<file path="src/hmc_rf_defs.svh">
`ifndef HMC_RF_DEFS_SVH
`define HMC_RF_DEFS_SVH

// --------------------
// register file geometry
// --------------------
`define HMC_RF_AWIDTH 5
`define HMC_RF_DWIDTH 64

// link shape and training delays, in clk_hmc cycles
`define HMC_NUM_LANES 8
`define HMC_LOCK_INTERVAL 16
`define HMC_ALIGN_DELAY 8
`define HMC_LINKUP_DELAY 4

// --------------------
// control register fields
// --------------------
`define CTRL_P_RST_N_BIT 0
`define CTRL_INIT_CONT_BIT 1
`define CTRL_TOKENS_LSB 16
`define CTRL_TOKENS_WIDTH 10
`define CTRL_TOKENS_VAL 255

// status register fields
`define STAT_INIT_ALIGNED_BIT 48
`define STAT_GEN_LINK_UP_BIT 0

`endif
</file>
<file path="src/hmc_init_pkg.sv">
`include "hmc_rf_defs.svh"

package hmc_init_pkg;

  // sequencer states, one per step of link bring-up
  typedef enum logic [7:0] {
    IDLE            = 8'h00,
    WR_RELEASE_RST  = 8'h01,
    WAIT_WR_RELEASE = 8'h02,
    WAIT_IIC_DONE   = 8'h03,
    WR_INIT_CONT    = 8'h04,
    WAIT_WR_INIT    = 8'h05,
    RD_STATUS_INIT  = 8'h06,
    WAIT_RD_INIT    = 8'h07,
    RD_STATUS_GEN   = 8'h08,
    WAIT_RD_GEN     = 8'h09,
    INIT_COMPLETE   = 8'h0a
  } init_state_e;

  // implemented register addresses, counters above 0x2 are not modelled
  typedef enum logic [`HMC_RF_AWIDTH-1:0] {
    STATUS_GENERAL = 5'h0,
    STATUS_INIT    = 5'h1,
    CONTROL        = 5'h2
  } rf_addr_e;

  typedef logic [`HMC_RF_DWIDTH-1:0] rf_data_t;
  typedef logic [`HMC_NUM_LANES-1:0] lane_mask_t;

endpackage

</file>
<file path="src/hmc_init_top.sv">
`timescale 1ns/1ps

module hmc_init_top (
  input  logic                       clk_hmc,
  input  logic                       rst_i,
  input  logic                       iic_init_done_i,
  output logic                       init_done_o,
  output logic                       p_rst_n_o,
  output logic                       init_cont_o,
  output hmc_init_pkg::lane_mask_t   lane_lock_o,
  output logic                       link_up_o
);

  // --------------------
  // register file port
  // --------------------
  hmc_init_pkg::rf_addr_e rf_address;
  hmc_init_pkg::rf_data_t rf_write_data;
  hmc_init_pkg::rf_data_t rf_read_data;
  logic                   rf_read_en;
  logic                   rf_write_en;
  logic                   rf_access_complete;
  logic                   rf_invalid_address;
  // alignment only reaches the status word
  logic                   lanes_aligned;

  hmc_init_seq i_hmc_init_seq (
    .clk_hmc              (clk_hmc),
    .rst_i                (rst_i),
    .iic_init_done_i      (iic_init_done_i),
    .rf_address_o         (rf_address),
    .rf_read_en_o         (rf_read_en),
    .rf_write_en_o        (rf_write_en),
    .rf_write_data_o      (rf_write_data),
    .rf_read_data_i       (rf_read_data),
    .rf_access_complete_i (rf_access_complete),
    .rf_invalid_address_i (rf_invalid_address),
    .init_done_o          (init_done_o)
  );

  hmc_rf i_hmc_rf (
    .clk_hmc              (clk_hmc),
    .rst_i                (rst_i),
    .rf_address_i         (rf_address),
    .rf_read_en_i         (rf_read_en),
    .rf_write_en_i        (rf_write_en),
    .rf_write_data_i      (rf_write_data),
    .rf_read_data_o       (rf_read_data),
    .rf_access_complete_o (rf_access_complete),
    .rf_invalid_address_o (rf_invalid_address),
    .lane_lock_i          (lane_lock_o),
    .lanes_aligned_i      (lanes_aligned),
    .link_up_i            (link_up_o),
    .ctrl_p_rst_n_o       (p_rst_n_o),
    .ctrl_init_cont_o     (init_cont_o)
  );

  // stands in for the serdes and the device side of training
  hmc_link_train i_hmc_link_train (
    .clk_hmc         (clk_hmc),
    .rst_i           (rst_i),
    .p_rst_n_i       (p_rst_n_o),
    .init_cont_i     (init_cont_o),
    .lane_lock_o     (lane_lock_o),
    .lanes_aligned_o (lanes_aligned),
    .link_up_o       (link_up_o)
  );

endmodule

</file>
<file path="src/hmc_link_train.sv">
`timescale 1ns/1ps
`include "hmc_rf_defs.svh"

module hmc_link_train (
  input  logic                       clk_hmc,
  input  logic                       rst_i,
  input  logic                       p_rst_n_i,
  input  logic                       init_cont_i,
  output hmc_init_pkg::lane_mask_t   lane_lock_o,
  output logic                       lanes_aligned_o,
  output logic                       link_up_o
);

  // --------------------
  // training milestones
  // --------------------
  // last lane locks here
  localparam int LOCK_DONE = `HMC_NUM_LANES * `HMC_LOCK_INTERVAL;
  localparam int ALIGN_AT  = LOCK_DONE + `HMC_ALIGN_DELAY;
  localparam int LINKUP_AT = ALIGN_AT + `HMC_LINKUP_DELAY;
  localparam int CNT_W     = $clog2(LINKUP_AT + 1);

  // cycles since init_cont_set, saturates at link-up
  logic [CNT_W-1:0] train_cnt_q;
  logic             cnt_sat;

  assign cnt_sat = (train_cnt_q == CNT_W'(LINKUP_AT));

  // device in reset holds training at zero
  always_ff @(posedge clk_hmc) begin
    if (rst_i || !p_rst_n_i) begin
      train_cnt_q <= '0;
    end else if (init_cont_i && !cnt_sat) begin
      train_cnt_q <= train_cnt_q + 1'b1;
    end
  end

  // lane n locks after (n+1) lock intervals
  always_comb begin
    for (int n = 0; n < `HMC_NUM_LANES; n++) begin
      lane_lock_o[n] = (train_cnt_q >= CNT_W'((n + 1) * `HMC_LOCK_INTERVAL));
    end
  end

  // alignment then link-up follow the last lock
  assign lanes_aligned_o = (train_cnt_q >= CNT_W'(ALIGN_AT));
  assign link_up_o       = cnt_sat;

endmodule

</file>
<file path="src/hmc_rf.sv">
`timescale 1ns/1ps
`include "hmc_rf_defs.svh"

module hmc_rf (
  input  logic                       clk_hmc,
  input  logic                       rst_i,
  // access port
  input  hmc_init_pkg::rf_addr_e     rf_address_i,
  input  logic                       rf_read_en_i,
  input  logic                       rf_write_en_i,
  input  hmc_init_pkg::rf_data_t     rf_write_data_i,
  output hmc_init_pkg::rf_data_t     rf_read_data_o,
  output logic                       rf_access_complete_o,
  output logic                       rf_invalid_address_o,
  // live link state from training
  input  hmc_init_pkg::lane_mask_t   lane_lock_i,
  input  logic                       lanes_aligned_i,
  input  logic                       link_up_i,
  // control outputs to the link
  output logic                       ctrl_p_rst_n_o,
  output logic                       ctrl_init_cont_o
);

  // writable bits of control: p_rst_n, init_cont_set and tokens
  localparam hmc_init_pkg::rf_data_t CTRL_WR_MASK =
    (hmc_init_pkg::rf_data_t'(1) << `CTRL_P_RST_N_BIT) |
    (hmc_init_pkg::rf_data_t'(1) << `CTRL_INIT_CONT_BIT) |
    (hmc_init_pkg::rf_data_t'({`CTRL_TOKENS_WIDTH{1'b1}}) << `CTRL_TOKENS_LSB);

  hmc_init_pkg::rf_data_t control_q;
  hmc_init_pkg::rf_data_t status_init;
  hmc_init_pkg::rf_data_t status_general;
  hmc_init_pkg::rf_data_t rd_mux;
  logic addr_valid;
  logic wr_ctrl;
  logic access;

  // --------------------
  // status words
  // --------------------
  always_comb begin
    status_init = '0;
    status_init[`HMC_NUM_LANES-1:0] = lane_lock_i;
    status_init[`STAT_INIT_ALIGNED_BIT] = lanes_aligned_i;
  end

  always_comb begin
    status_general = '0;
    status_general[`STAT_GEN_LINK_UP_BIT] = link_up_i;
  end

  // address decode, unknown addresses read zero
  always_comb begin
    rd_mux     = '0;
    addr_valid = 1'b1;
    case (rf_address_i)
      hmc_init_pkg::STATUS_GENERAL: rd_mux = status_general;
      hmc_init_pkg::STATUS_INIT:    rd_mux = status_init;
      hmc_init_pkg::CONTROL:        rd_mux = control_q;
      default:                      addr_valid = 1'b0;
    endcase
  end

  assign access  = rf_read_en_i | rf_write_en_i;
  // status registers are read only, writes there are dropped
  assign wr_ctrl = rf_write_en_i && (rf_address_i == hmc_init_pkg::CONTROL);

  // --------------------
  // control register
  // --------------------
  always_ff @(posedge clk_hmc) begin
    if (rst_i) begin
      control_q <= '0;
    end else if (wr_ctrl) begin
      control_q <= (control_q & ~CTRL_WR_MASK) | (rf_write_data_i & CTRL_WR_MASK);
    end
  end

  // completion one cycle after the enable
  always_ff @(posedge clk_hmc) begin
    if (rst_i) begin
      rf_access_complete_o <= 1'b0;
      rf_invalid_address_o <= 1'b0;
    end else begin
      rf_access_complete_o <= access;
      rf_invalid_address_o <= access && !addr_valid;
    end
  end

  // read data captured with the enable
  always_ff @(posedge clk_hmc) begin
    if (rf_read_en_i) begin
      rf_read_data_o <= rd_mux;
    end
  end

  assign ctrl_p_rst_n_o   = control_q[`CTRL_P_RST_N_BIT];
  assign ctrl_init_cont_o = control_q[`CTRL_INIT_CONT_BIT];

endmodule

</file>
<file path="src/hmc_init_seq.sv">
`timescale 1ns/1ps
`include "hmc_rf_defs.svh"

module hmc_init_seq (
  input  logic                     clk_hmc,
  input  logic                     rst_i,
  input  logic                     iic_init_done_i,
  // register file port
  output hmc_init_pkg::rf_addr_e   rf_address_o,
  output logic                     rf_read_en_o,
  output logic                     rf_write_en_o,
  output hmc_init_pkg::rf_data_t   rf_write_data_o,
  input  hmc_init_pkg::rf_data_t   rf_read_data_i,
  input  logic                     rf_access_complete_i,
  input  logic                     rf_invalid_address_i,
  output logic                     init_done_o
);

  // --------------------
  // control words
  // --------------------
  // release word: p_rst_n plus the token count
  localparam hmc_init_pkg::rf_data_t RELEASE_WORD =
    (hmc_init_pkg::rf_data_t'(`CTRL_TOKENS_VAL) << `CTRL_TOKENS_LSB) |
    (hmc_init_pkg::rf_data_t'(1) << `CTRL_P_RST_N_BIT);
  // same word with init_cont_set, lets the descramblers lock
  localparam hmc_init_pkg::rf_data_t INIT_CONT_WORD =
    RELEASE_WORD | (hmc_init_pkg::rf_data_t'(1) << `CTRL_INIT_CONT_BIT);

  hmc_init_pkg::init_state_e state_q;
  logic lanes_ready;
  logic link_ready;

  // every lane locked and the lanes aligned
  assign lanes_ready = (&rf_read_data_i[`HMC_NUM_LANES-1:0]) &&
                       rf_read_data_i[`STAT_INIT_ALIGNED_BIT];
  assign link_ready  = rf_read_data_i[`STAT_GEN_LINK_UP_BIT];

  // --------------------
  // state machine
  // --------------------
  always_ff @(posedge clk_hmc) begin
    if (rst_i) begin
      state_q       <= hmc_init_pkg::IDLE;
      rf_read_en_o  <= 1'b0;
      rf_write_en_o <= 1'b0;
      init_done_o   <= 1'b0;
    end else begin
      // enables are single-cycle pulses
      rf_read_en_o  <= 1'b0;
      rf_write_en_o <= 1'b0;
      case (state_q)
        hmc_init_pkg::IDLE: begin
          state_q <= hmc_init_pkg::WR_RELEASE_RST;
        end
        // take the device out of reset
        hmc_init_pkg::WR_RELEASE_RST: begin
          rf_write_en_o <= 1'b1;
          state_q       <= hmc_init_pkg::WAIT_WR_RELEASE;
        end
        hmc_init_pkg::WAIT_WR_RELEASE: begin
          if (rf_access_complete_i) begin
            state_q <= hmc_init_pkg::WAIT_IIC_DONE;
          end
        end
        // external i2c config must finish first
        hmc_init_pkg::WAIT_IIC_DONE: begin
          if (iic_init_done_i) begin
            state_q <= hmc_init_pkg::WR_INIT_CONT;
          end
        end
        hmc_init_pkg::WR_INIT_CONT: begin
          rf_write_en_o <= 1'b1;
          state_q       <= hmc_init_pkg::WAIT_WR_INIT;
        end
        hmc_init_pkg::WAIT_WR_INIT: begin
          if (rf_access_complete_i) begin
            state_q <= hmc_init_pkg::RD_STATUS_INIT;
          end
        end
        // poll status_init for lock and alignment
        hmc_init_pkg::RD_STATUS_INIT: begin
          rf_read_en_o <= 1'b1;
          state_q      <= hmc_init_pkg::WAIT_RD_INIT;
        end
        hmc_init_pkg::WAIT_RD_INIT: begin
          if (rf_access_complete_i) begin
            // invalid address or not ready yet, same read again
            if (!rf_invalid_address_i && lanes_ready) begin
              state_q <= hmc_init_pkg::RD_STATUS_GEN;
            end else begin
              state_q <= hmc_init_pkg::RD_STATUS_INIT;
            end
          end
        end
        // poll status_general for link-up
        hmc_init_pkg::RD_STATUS_GEN: begin
          rf_read_en_o <= 1'b1;
          state_q      <= hmc_init_pkg::WAIT_RD_GEN;
        end
        hmc_init_pkg::WAIT_RD_GEN: begin
          if (rf_access_complete_i) begin
            if (!rf_invalid_address_i && link_ready) begin
              state_q <= hmc_init_pkg::INIT_COMPLETE;
            end else begin
              state_q <= hmc_init_pkg::RD_STATUS_GEN;
            end
          end
        end
        // link ready for flits, hold here until reset
        hmc_init_pkg::INIT_COMPLETE: begin
          init_done_o <= 1'b1;
        end
        default: begin
          state_q <= hmc_init_pkg::IDLE;
        end
      endcase
    end
  end

  // --------------------
  // access payload
  // --------------------
  always_ff @(posedge clk_hmc) begin
    case (state_q)
      hmc_init_pkg::WR_RELEASE_RST: begin
        rf_address_o    <= hmc_init_pkg::CONTROL;
        rf_write_data_o <= RELEASE_WORD;
      end
      hmc_init_pkg::WR_INIT_CONT: begin
        rf_address_o    <= hmc_init_pkg::CONTROL;
        rf_write_data_o <= INIT_CONT_WORD;
      end
      hmc_init_pkg::RD_STATUS_INIT: begin
        rf_address_o <= hmc_init_pkg::STATUS_INIT;
      end
      hmc_init_pkg::RD_STATUS_GEN: begin
        rf_address_o <= hmc_init_pkg::STATUS_GENERAL;
      end
      default: begin
        // hold the last access
      end
    endcase
  end

endmodule

</file>
<file path="config.mk">
export PLATFORM = sky130hd
export DESIGN_NAME = hmc_init_top
export DESIGN_NICKNAME = d
export VERILOG_FILES = /design/src/hmc_init_pkg.sv /design/src/hmc_init_top.sv /design/src/hmc_link_train.sv /design/src/hmc_rf.sv /design/src/hmc_init_seq.sv
export VERILOG_INCLUDE_DIRS = /design/src /design/src/src
export SDC_FILE = /design/constraint.sdc
export NUM_CORES = 1
export LEC_CHECK = 0
export BUFFER_PORTS_ARGS = -buffer_cell sky130_fd_sc_hd__buf_2
export CORE_MARGIN = 4
export CORE_UTILIZATION = 45
export DETAILED_ROUTE_END_ITERATION = 8
export PLACE_DENSITY = 0.64
export SYNTH_ARGS = -nofsm -noshare
export SYNTH_HDL_FRONTEND = slang
export SYNTH_HIERARCHICAL = 1
export SYNTH_SLANG_ARGS = --single-unit
</file>
<file path="constraint.sdc">
create_clock -name clk_hmc -period 3.95 [get_ports clk_hmc]
set_input_delay 0.5925 -clock clk_hmc [delete_from_list [all_inputs] [get_ports clk_hmc]]
set_output_delay 0.5925 -clock clk_hmc [all_outputs]
set_load 0.01 [all_outputs]
</file>
==> flow_summary.json, run 1 <==
{
  "vias_per_cell": 5.546,
  "final_layout_size_suffix_gt1_frac": 0.1955,
  "hold_viol": 0,
  "rr_startpoint": "i_hmc_link_train/train_cnt_q[6]$_SDFFE_PP0P_",
  "clock_sinks": 31,
  "n_antenna_cell": 0,
  "hold_ws_ps": 442.2,
  "fill_cells": 365,
  "syn_inst": 171,
  "die_height_um": 69.81,
  "grt_start_max_net_pins": 17,
  "post-cts-setup-buffers": 0,
  "fmax_mhz": 451.8,
  "core_area_sq_um": 3689,
  "power_uw": 780.0,
  "grt_pass1_wl_um": 5471,
  "setup_viol": 0,
  "leakage_nw": 0.7000,
  "multi_input_area_sq_um": 862.1,
  "cp.arrival_ps": 1620,
  "vdd_drop_max_mv": 0.2436,
  "hold_path.class": "flop to flop",
  "seq_area_sq_um": 740.7,
  "clkLatencyLatePin_ps": 270,
  "synth_area_sq_um": 1719,
  "dr_total_vias": 1259,
  "fp-row-count": 22,
  "wl_um": 3209,
  "worstPathRequired_ps": 3360,
  "holdCritStartpoint": "i_hmc_init_seq/init_done_o$_SDFFE_PP0N_",
  "overflow": 0,
  "area_growth_pct": 7.423,
  "outcome": "completed",
  "worstHoldEndpoint": "i_hmc_init_seq/init_done_o$_SDFFE_PP0N_",
  "avgSynthCellArea_sq_um": 10.05,
  "path_clk_slew_ps": 60,
  "cts_root_buf": "clkbuf_8",
  "power_density_nw_per_um2": 422.4,
  "fin_crit_sh": 0.5604,
  "start_kind": "flop",
  "r2r_cells": 5,
  "final_common_cell": "dfxtp_1",
  "finalMaxSlewViolations": 0,
  "crit_fanout": 8,
  "tritoncts": "done",
  "regToRegSetupSlack_ps": 2130,
  "nets": 184,
  "cap_violations": 0,
  "cts_htree_levels": 2,
  "ys_warn_count": 6,
  "die_area_sq_um": 4873,
  "tightest_slew_ps": 510.8,
  "final_cell_mix": "dfxtp_1 (19), buf_2 (14), edfxtp_1 (12), a21oi_1 (11), nand2b_1 (10)",
  "drc": 0,
  "reg2reg_to": "i_hmc_rf/rf_read_data_o[0]$_DFFE_PP_",
  "start_util": 0.4661,
  "max_slew_margin": 0.6590,
  "setup.worst_path.end_class": "output pin",
  "fin_crit_ps": 2214,
  "grt_antenna_before_repair": 0,
  "cts_buffers": 5,
  "path_class": "flop to output pin",
  "wl_per_cell_um": 14.14,
  "post_cts_resized": 0,
  "fp.dieW_um": 69.81,
  "hold_depth": 2,
  "drtPass1Iterations": 4,
  "worst_clock_skew_ps": 3.661,
  "clockBufferDepth": 2,
  "setup_tns_ps": 0,
  "io-pin-count": 15,
  "io_buffer_count": 14,
  "grt_pass1_vias": 1195,
  "dpl.hpwl_um": 2316,
  "rsz0062_at_grt": "false",
  "final_antenna_net_count": 0,
  "grt_use_total": 0.1395,
  "ctsHoldBuffers": 0,
  "drt_iter0_drc": 69,
  "globalplace.congestion": 0.8471
}
area by class of cell:
| type | count | area share |
|---|---|---|
| clock buffers | 6 | 0.04472 |
| flip-flops and latches | 31 | 0.4011 |
| inverters | 7 | 0.01423 |
| repair buffers | 14 | 0.03794 |
| clock inverters | 1 | 0.002710 |
| well taps | 48 | 0.03252 |
| multi-input cells | 120 | 0.4668 |
sequential cells by signal (all words and copies together), names as in the netlist, 2 cells and up:
name,count
i_hmc_rf/rf_read_data_o,9
i_hmc_link_train/train_cnt_q,8
i_hmc_init_seq/state_q,4
i_hmc_init_seq/rf_address_o,2
i_hmc_rf/control_q,2
where the power goes:
group	internal, mW	switching [mW]	total (mW)	leakage [nW]
Combinational	0.0722	0.0574	0.130	0.400
Clock	0.136	0.109	0.245	0.0470
Sequential	0.357	0.0479	0.405	0.253
worst max-delay path: stages, from the launching register on:
cell     delay, ps
dfxtp_1        360
or3_1          510
or2_2          330
buf_2          140
per-layer routing:
layer / track usage / wire length [um] / up-vias
met3: 0.03478 / 128 / 5
met1: 0.1857 / 1557 / 602
li1: - / - / 630
met4: 0.05745 / 41 / 0
met5: 0 / 0 / -
met2: 0.2151 / 1482 / 22
worst max path at each step:
stage / startpoint / to / slack (ps) / cells past startpoint
final: i_hmc_link_train/train_cnt_q[6]$_SDFFE_PP0P_ / lane_lock_o[0] / 1740 / 3
after global routing: i_hmc_link_train/train_cnt_q[6]$_SDFFE_PP0P_ / lane_lock_o[0] / 1680 / 3
after CTS: i_hmc_link_train/train_cnt_q[6]$_SDFFE_PP0P_ / lane_lock_o[0] / 1730 / 3
after detailed placement: i_hmc_link_train/train_cnt_q[6]$_SDFFE_PP0P_ / lane_lock_o[0] / 2040 / 3
after global placement: i_hmc_link_train/train_cnt_q[6]$_SDFFE_PP0P_ / lane_lock_o[0] / 2080 / 3
after floorplan: i_hmc_link_train/train_cnt_q[6]$_SDFFE_PP0P_ / lane_lock_o[0] / 2220 / 3
through the flow:
step | utilization | cells | area (sq um) | worst slack, ps
detailed placement | 0.4769 | 220 | 1759 | 2042
global route | 0.5007 | 227 | 1847 | 1680
floorplan | - | 173 | 1727 | 2222
finish | 0.5007 | 227 | 1847 | 1736
CTS | 0.5007 | 227 | 1847 | 1726
global placement | 0.4769 | 220 | 1759 | 2083
No activity file was read; power rests on OpenSTA's default activity.
==> run 2: changes to the inputs <==
Clock period 3.95 ns to 2.14 ns, I/O delays scaled along.
==> run 2 against run 1 <==
Non-clock buffer count rose by 1. Critical endpoint unchanged. Global-route usage rose by 0.62 points. Worst hold slack got worse by 48 ps. Via count fell by 2.1%.
==> flow_summary.json, run 2 (synthesis results as in run 1) <==
{
  "regToRegSetupSlack_ps": 350,
  "seq_area_sq_um": 740.7,
  "final_layout_size_suffix_gt1_frac": 0.1878,
  "hold_viol": 0,
  "path_clk_slew_ps": 60,
  "grt_pass1_wl_um": 5761,
  "core_area_sq_um": 3689,
  "final_common_cell": "dfxtp_1",
  "post-cts-setup-buffers": 0,
  "start_util": 0.4661,
  "drt_iter0_drc": 89,
  "final_cell_mix": "dfxtp_1 (19), buf_2 (14), edfxtp_1 (12), a21oi_1 (11), nand2b_1 (10)",
  "regMostFlops": "i_hmc_rf/rf_read_data_o",
  "clock_sinks": 31,
  "drtPass1Iterations": 4,
  "nets": 185,
  "clkLatencyLatePin_ps": 280,
  "startpoint": "i_hmc_link_train/train_cnt_q[6]$_SDFFE_PP0P_",
  "path_class": "flop to output pin",
  "rsz0062_at_grt": "false",
  "wl_um": 3111,
  "io-pin-count": 15,
  "grt_antenna_before_repair": 0,
  "outcome": "completed",
  "fp-row-count": 22,
  "vdd_drop_max_mv": 0.2960,
  "cts_root_buf": "clkbuf_8",
  "dpl.hpwl_um": 2289,
  "top_regs": "i_hmc_rf/rf_read_data_o: 9 flops, i_hmc_link_train/train_cnt_q: 8 flops, i_hmc_init_seq/state_q: 4 flops",
  "hold_path.class": "input port to flop",
  "worstHoldEndpoint": "i_hmc_init_seq/rf_write_en_o$_SDFF_PP0_",
  "tritoncts": "done",
  "die_height_um": 69.81,
  "fill_cells": 381,
  "post_cts_resized": 0,
  "reg2reg_to": "i_hmc_rf/rf_read_data_o[0]$_DFFE_PP_",
  "crit_fanout": 8,
  "hold_ws_ps": 394.3,
  "grt_pass1_vias": 1244,
  "globalplace.congestion": 0.8570,
  "die_area_sq_um": 4873,
  "start_kind": "flop",
  "cts_buffers": 5,
  "setup_tns_ps": 0,
  "worst_clock_skew_ps": 4.960,
  "holdCritStartpoint": "rst_i",
  "fin_crit_sh": 0.9094,
  "vias_per_cell": 5.384,
  "clockBufferDepth": 2,
  "dr_total_vias": 1233,
  "grt_start_max_net_pins": 17,
  "fmax_mhz": 513.8,
  "final_antenna_net_count": 0,
  "largest_register_ffs": 9,
  "worstPathRequired_ps": 1820,
  "multi_input_area_sq_um": 862.1,
  "fin_crit_ps": 1946,
  "overflow": 0,
  "power_density_nw_per_um2": 769.8,
  "area_growth_pct": 7.423,
  "leakage_nw": 0.6979,
  "drc": 0,
  "setup_viol": 0,
  "cts_htree_levels": 2,
  "fp.dieW_um": 69.81,
  "wl_per_cell_um": 13.59,
  "r2r_cells": 5,
  "io_buffer_count": 14,
  "finalMaxSlewViolations": 0,
  "cap_violations": 0,
  "hold_depth": 2,
  "cp.arrival_ps": 1630,
  "rr_startpoint": "i_hmc_link_train/train_cnt_q[6]$_SDFFE_PP0P_",
  "setup.worst_path.end_class": "output pin",
  "ctsHoldBuffers": 0,
  "grt_use_total": 0.1457,
  "n_antenna_cell": 0
}
run 2: changes by cell type in the layout (fill, tap and decap cells not counted), sizes merged:
cell,previous run,this run
buf,14,15
clkbuf,6,8
clkinv,1,0
run 2: stage by stage:
stage | instances | util | area, sq um | power (mW) | setup WS, ps
after floorplan | 173 | - | 1727 | 0.9683 | 415.2
after global placement | 221 | 0.4790 | 1767 | 0.9856 | 401.6
after detailed placement | 221 | 0.4790 | 1767 | 0.9998 | 373.6
after CTS | 229 | 0.5007 | 1847 | 1.441 | 185.9
after global routing | 229 | 0.5007 | 1847 | 1.513 | 89.78
final | 229 | 0.5007 | 1847 | 1.422 | 193.8
run 2: worst max-delay path: stages, from the launching register on:
cell and delay (ps):
dfxtp_1 360, or3_1 510, or2_2 330, buf_2 150
run 2: worst max path at each step:
stage | to | slack, ps | cells after the start
after floorplan | i_hmc_rf/rf_read_data_o[0]$_DFFE_PP_ | 420 | 6
after global placement | i_hmc_rf/rf_read_data_o[0]$_DFFE_PP_ | 400 | 5
after detailed placement | i_hmc_rf/rf_read_data_o[0]$_DFFE_PP_ | 370 | 5
after CTS | lane_lock_o[0] | 190 | 3
after global routing | lane_lock_o[0] | 90 | 3
final | lane_lock_o[0] | 190 | 3
run 2: per-layer routing:
metal / track usage / vias to the layer above / routed length (um)
met3: 0.05072 / 5 / 122
met1: 0.1969 / 583 / 1493
met2: 0.2183 / 17 / 1460
li1: - / 628 / -
met5: 0 / - / 0
met4: 0.04468 / 0 / 35
run 2: where the power goes:
group          internal [mW]  switching [mW]
registers              0.659          0.0827
clock network          0.231           0.203
logic                  0.134           0.112
total                   1.02           0.398
run 2: cell type report:
cell class / count / area share
repair buffers: 15 / 0.04201
inverters: 7 / 0.01423
flip-flops and latches: 31 / 0.4011
clock buffers: 8 / 0.04336
multi-input cells: 120 / 0.4668
well taps: 48 / 0.03252
==> run 3: changes to the inputs <==
Settings changed: CORE_UTILIZATION 45 to 50, PLACE_DENSITY 0.64 to 0.7.
==> run 3 against run 2 <==
Register-to-register slack improved by 20 ps. Cell area down 0.75%. Flip-flop and latch count did not move. Critical path type unchanged. Largest cell class unchanged.
==> flow_summary.json, run 3 (synthesis results as in run 1) <==
{
  "worst_clock_skew_ps": 18.21,
  "area_growth_pct": 6.623,
  "grt_pass1_wl_um": 5375,
  "r2r_cells": 5,
  "holdCritStartpoint": "rst_i",
  "fp.dieW_um": 66.64,
  "met2WireLength_um": 1380,
  "highest_layer": "met4",
  "worstPathRequired_ps": 1820,
  "hold_path.class": "input port to flop",
  "fill_cells": 324,
  "met1_length_um": 1498,
  "slowest_stage": "or3_1",
  "final_common_cell": "dfxtp_1",
  "drtPass1Iterations": 4,
  "grt_pass1_vias": 1168,
  "tritoncts": "done",
  "grt_start_max_net_pins": 17,
  "crit_fanout": 8,
  "multi_input_area_sq_um": 862.1,
  "wl_per_cell_um": 13.48,
  "worst_path_largest_cell_delay_ps": 490,
  "regToRegSetupSlack_ps": 370,
  "leakage_nw": 0.6956,
  "globalplace.congestion": 0.8341,
  "cp.arrival_ps": 1670,
  "seq_area_sq_um": 740.7,
  "final_cell_mix": "dfxtp_1 (19), buf_2 (14), edfxtp_1 (12), a21oi_1 (11), nand2b_1 (10)",
  "cts_buffers": 5,
  "vdd_drop_max_mv": 0.3892,
  "fin_crit_sh": 0.9323,
  "die_area_sq_um": 4440,
  "crit_chain": "or3_1 -> or2_2 -> buf_2",
  "setup.worst_path.end_class": "output pin",
  "setup_tns_ps": 0,
  "nets": 184,
  "dpl.hpwl_um": 2214,
  "hold_viol": 0,
  "cts_root_buf": "clkbuf_4",
  "grt_use_total": 0.1597,
  "finalMaxSlewViolations": 0,
  "top_regs": "i_hmc_rf/rf_read_data_o: 9 flops, i_hmc_link_train/train_cnt_q: 8 flops, i_hmc_init_seq/state_q: 4 flops",
  "io-pin-count": 15,
  "core_area_sq_um": 3337,
  "clockBufferDepth": 2,
  "final_antenna_net_count": 0,
  "path_class": "flop to output pin",
  "grt_antenna_before_repair": 0,
  "cap_violations": 0,
  "largest_register_ffs": 9,
  "critPathBufInv": 1,
  "clock_sinks": 31,
  "setup_viol": 0,
  "start_kind": "flop",
  "io_buffer_count": 14,
  "dr_total_vias": 1220,
  "wl_um": 3047,
  "vias_per_cell": 5.398,
  "drt_iter0_drc": 98,
  "post-cts-setup-buffers": 0,
  "final_layout_size_suffix_gt1_frac": 0.1944,
  "power_density_nw_per_um2": 778.9,
  "path_clk_slew_ps": 110,
  "dr_wl_met3_um": 126,
  "drc": 0,
  "n_antenna_cell": 0,
  "outcome": "completed",
  "fp-row-count": 21,
  "post_cts_resized": 0,
  "rsz0062_at_grt": "false",
  "worstHoldEndpoint": "i_hmc_rf/rf_access_complete_o$_SDFF_PP0_",
  "power_mw": 1.428,
  "fin_crit_ps": 1995,
  "ctsHoldBuffers": 0,
  "clkLatencyLatePin_ps": 330,
  "overflow": 0,
  "reg2reg_to": "i_hmc_rf/rf_read_data_o[0]$_DFFE_PP_",
  "fmax_mhz": 501.2,
  "die_height_um": 66.64,
  "cts_htree_levels": 2,
  "rr_startpoint": "i_hmc_link_train/train_cnt_q[5]$_SDFFE_PP0P_",
  "start_util": 0.5152,
  "regMostFlops": "i_hmc_rf/rf_read_data_o",
  "path_delay_family": "simple AND/OR/NAND/NOR gates",
  "hold_depth": 2
}
==> run 3: cell types whose count changed in the layout (fill, tap and decap cells not counted), sizes merged <==
cell	previous run	this run
bufinv	0	1
clkbuf	8	5
clkinv	0	2
buf	15	14
==> run 3: power breakdown <==
| group | switching [mW] | internal [mW] |
|---|---|---|
| Sequential | 0.0841 | 0.658 |
| Clock | 0.206 | 0.240 |
| Combinational | 0.106 | 0.133 |
| Total | 0.396 | 1.03 |
==> run 3: worst reg2reg max path, stage by stage, from the launching register on <==
cell and delay, ps:
dfxtp_1 370, or3_1 490, or2_2 330, mux2i_1 130, a2bb2oi_1 170, nor2_1 50
==> run 3: routing by layer <==
layer | vias up | global-route usage
li1 | 635 | -
met1 | 565 | 0.2121
met2 | 15 | 0.2364
met3 | 5 | 0.05734
met4 | 0 | 0.05838
met5 | - | 0
==> run 3: layout make-up <==
cell class	instances	share of cell area
clock buffer	5	0.02048
timing repair buffer	14	0.03823
multi-input combinational	120	0.4703
tap	46	0.03140
clock inverter	3	0.02116
sequential	31	0.4041
inverter	7	0.01433
==> run 3: how the worst max path moves through the flow <==
| stage | startpoint | to | slack [ps] | depth (start not counted) |
|---|---|---|---|---|
| after detailed placement | i_hmc_link_train/train_cnt_q[6]$_SDFFE_PP0P_ | i_hmc_rf/rf_read_data_o[0]$_DFFE_PP_ | 370 | 5 |
| after CTS | i_hmc_link_train/train_cnt_q[6]$_SDFFE_PP0P_ | lane_lock_o[0] | 140 | 3 |
| after floorplan | i_hmc_link_train/train_cnt_q[6]$_SDFFE_PP0P_ | i_hmc_rf/rf_read_data_o[0]$_DFFE_PP_ | 420 | 6 |
| final | i_hmc_link_train/train_cnt_q[5]$_SDFFE_PP0P_ | lane_lock_o[0] | 140 | 3 |
| after global routing | i_hmc_link_train/train_cnt_q[6]$_SDFFE_PP0P_ | lane_lock_o[0] | 70 | 3 |
| after global placement | i_hmc_link_train/train_cnt_q[6]$_SDFFE_PP0P_ | i_hmc_rf/rf_read_data_o[0]$_DFFE_PP_ | 400 | 5 |
==> run 3: stage by stage <==
stage | instance area, sq um | setup WS, ps | utilization | cells | hold WS, ps
floorplan | 1727 | 415.2 | - | 173 | 452.6
global placement | 1757 | 399.4 | 0.5264 | 218 | 440.6
detailed placement | 1757 | 366.3 | 0.5264 | 218 | 436.7
CTS | 1833 | 138.1 | 0.5493 | 226 | 329.8
global route | 1833 | 69.77 | 0.5493 | 226 | 360.0
finish | 1833 | 144.9 | 0.5493 | 226 | 338.4
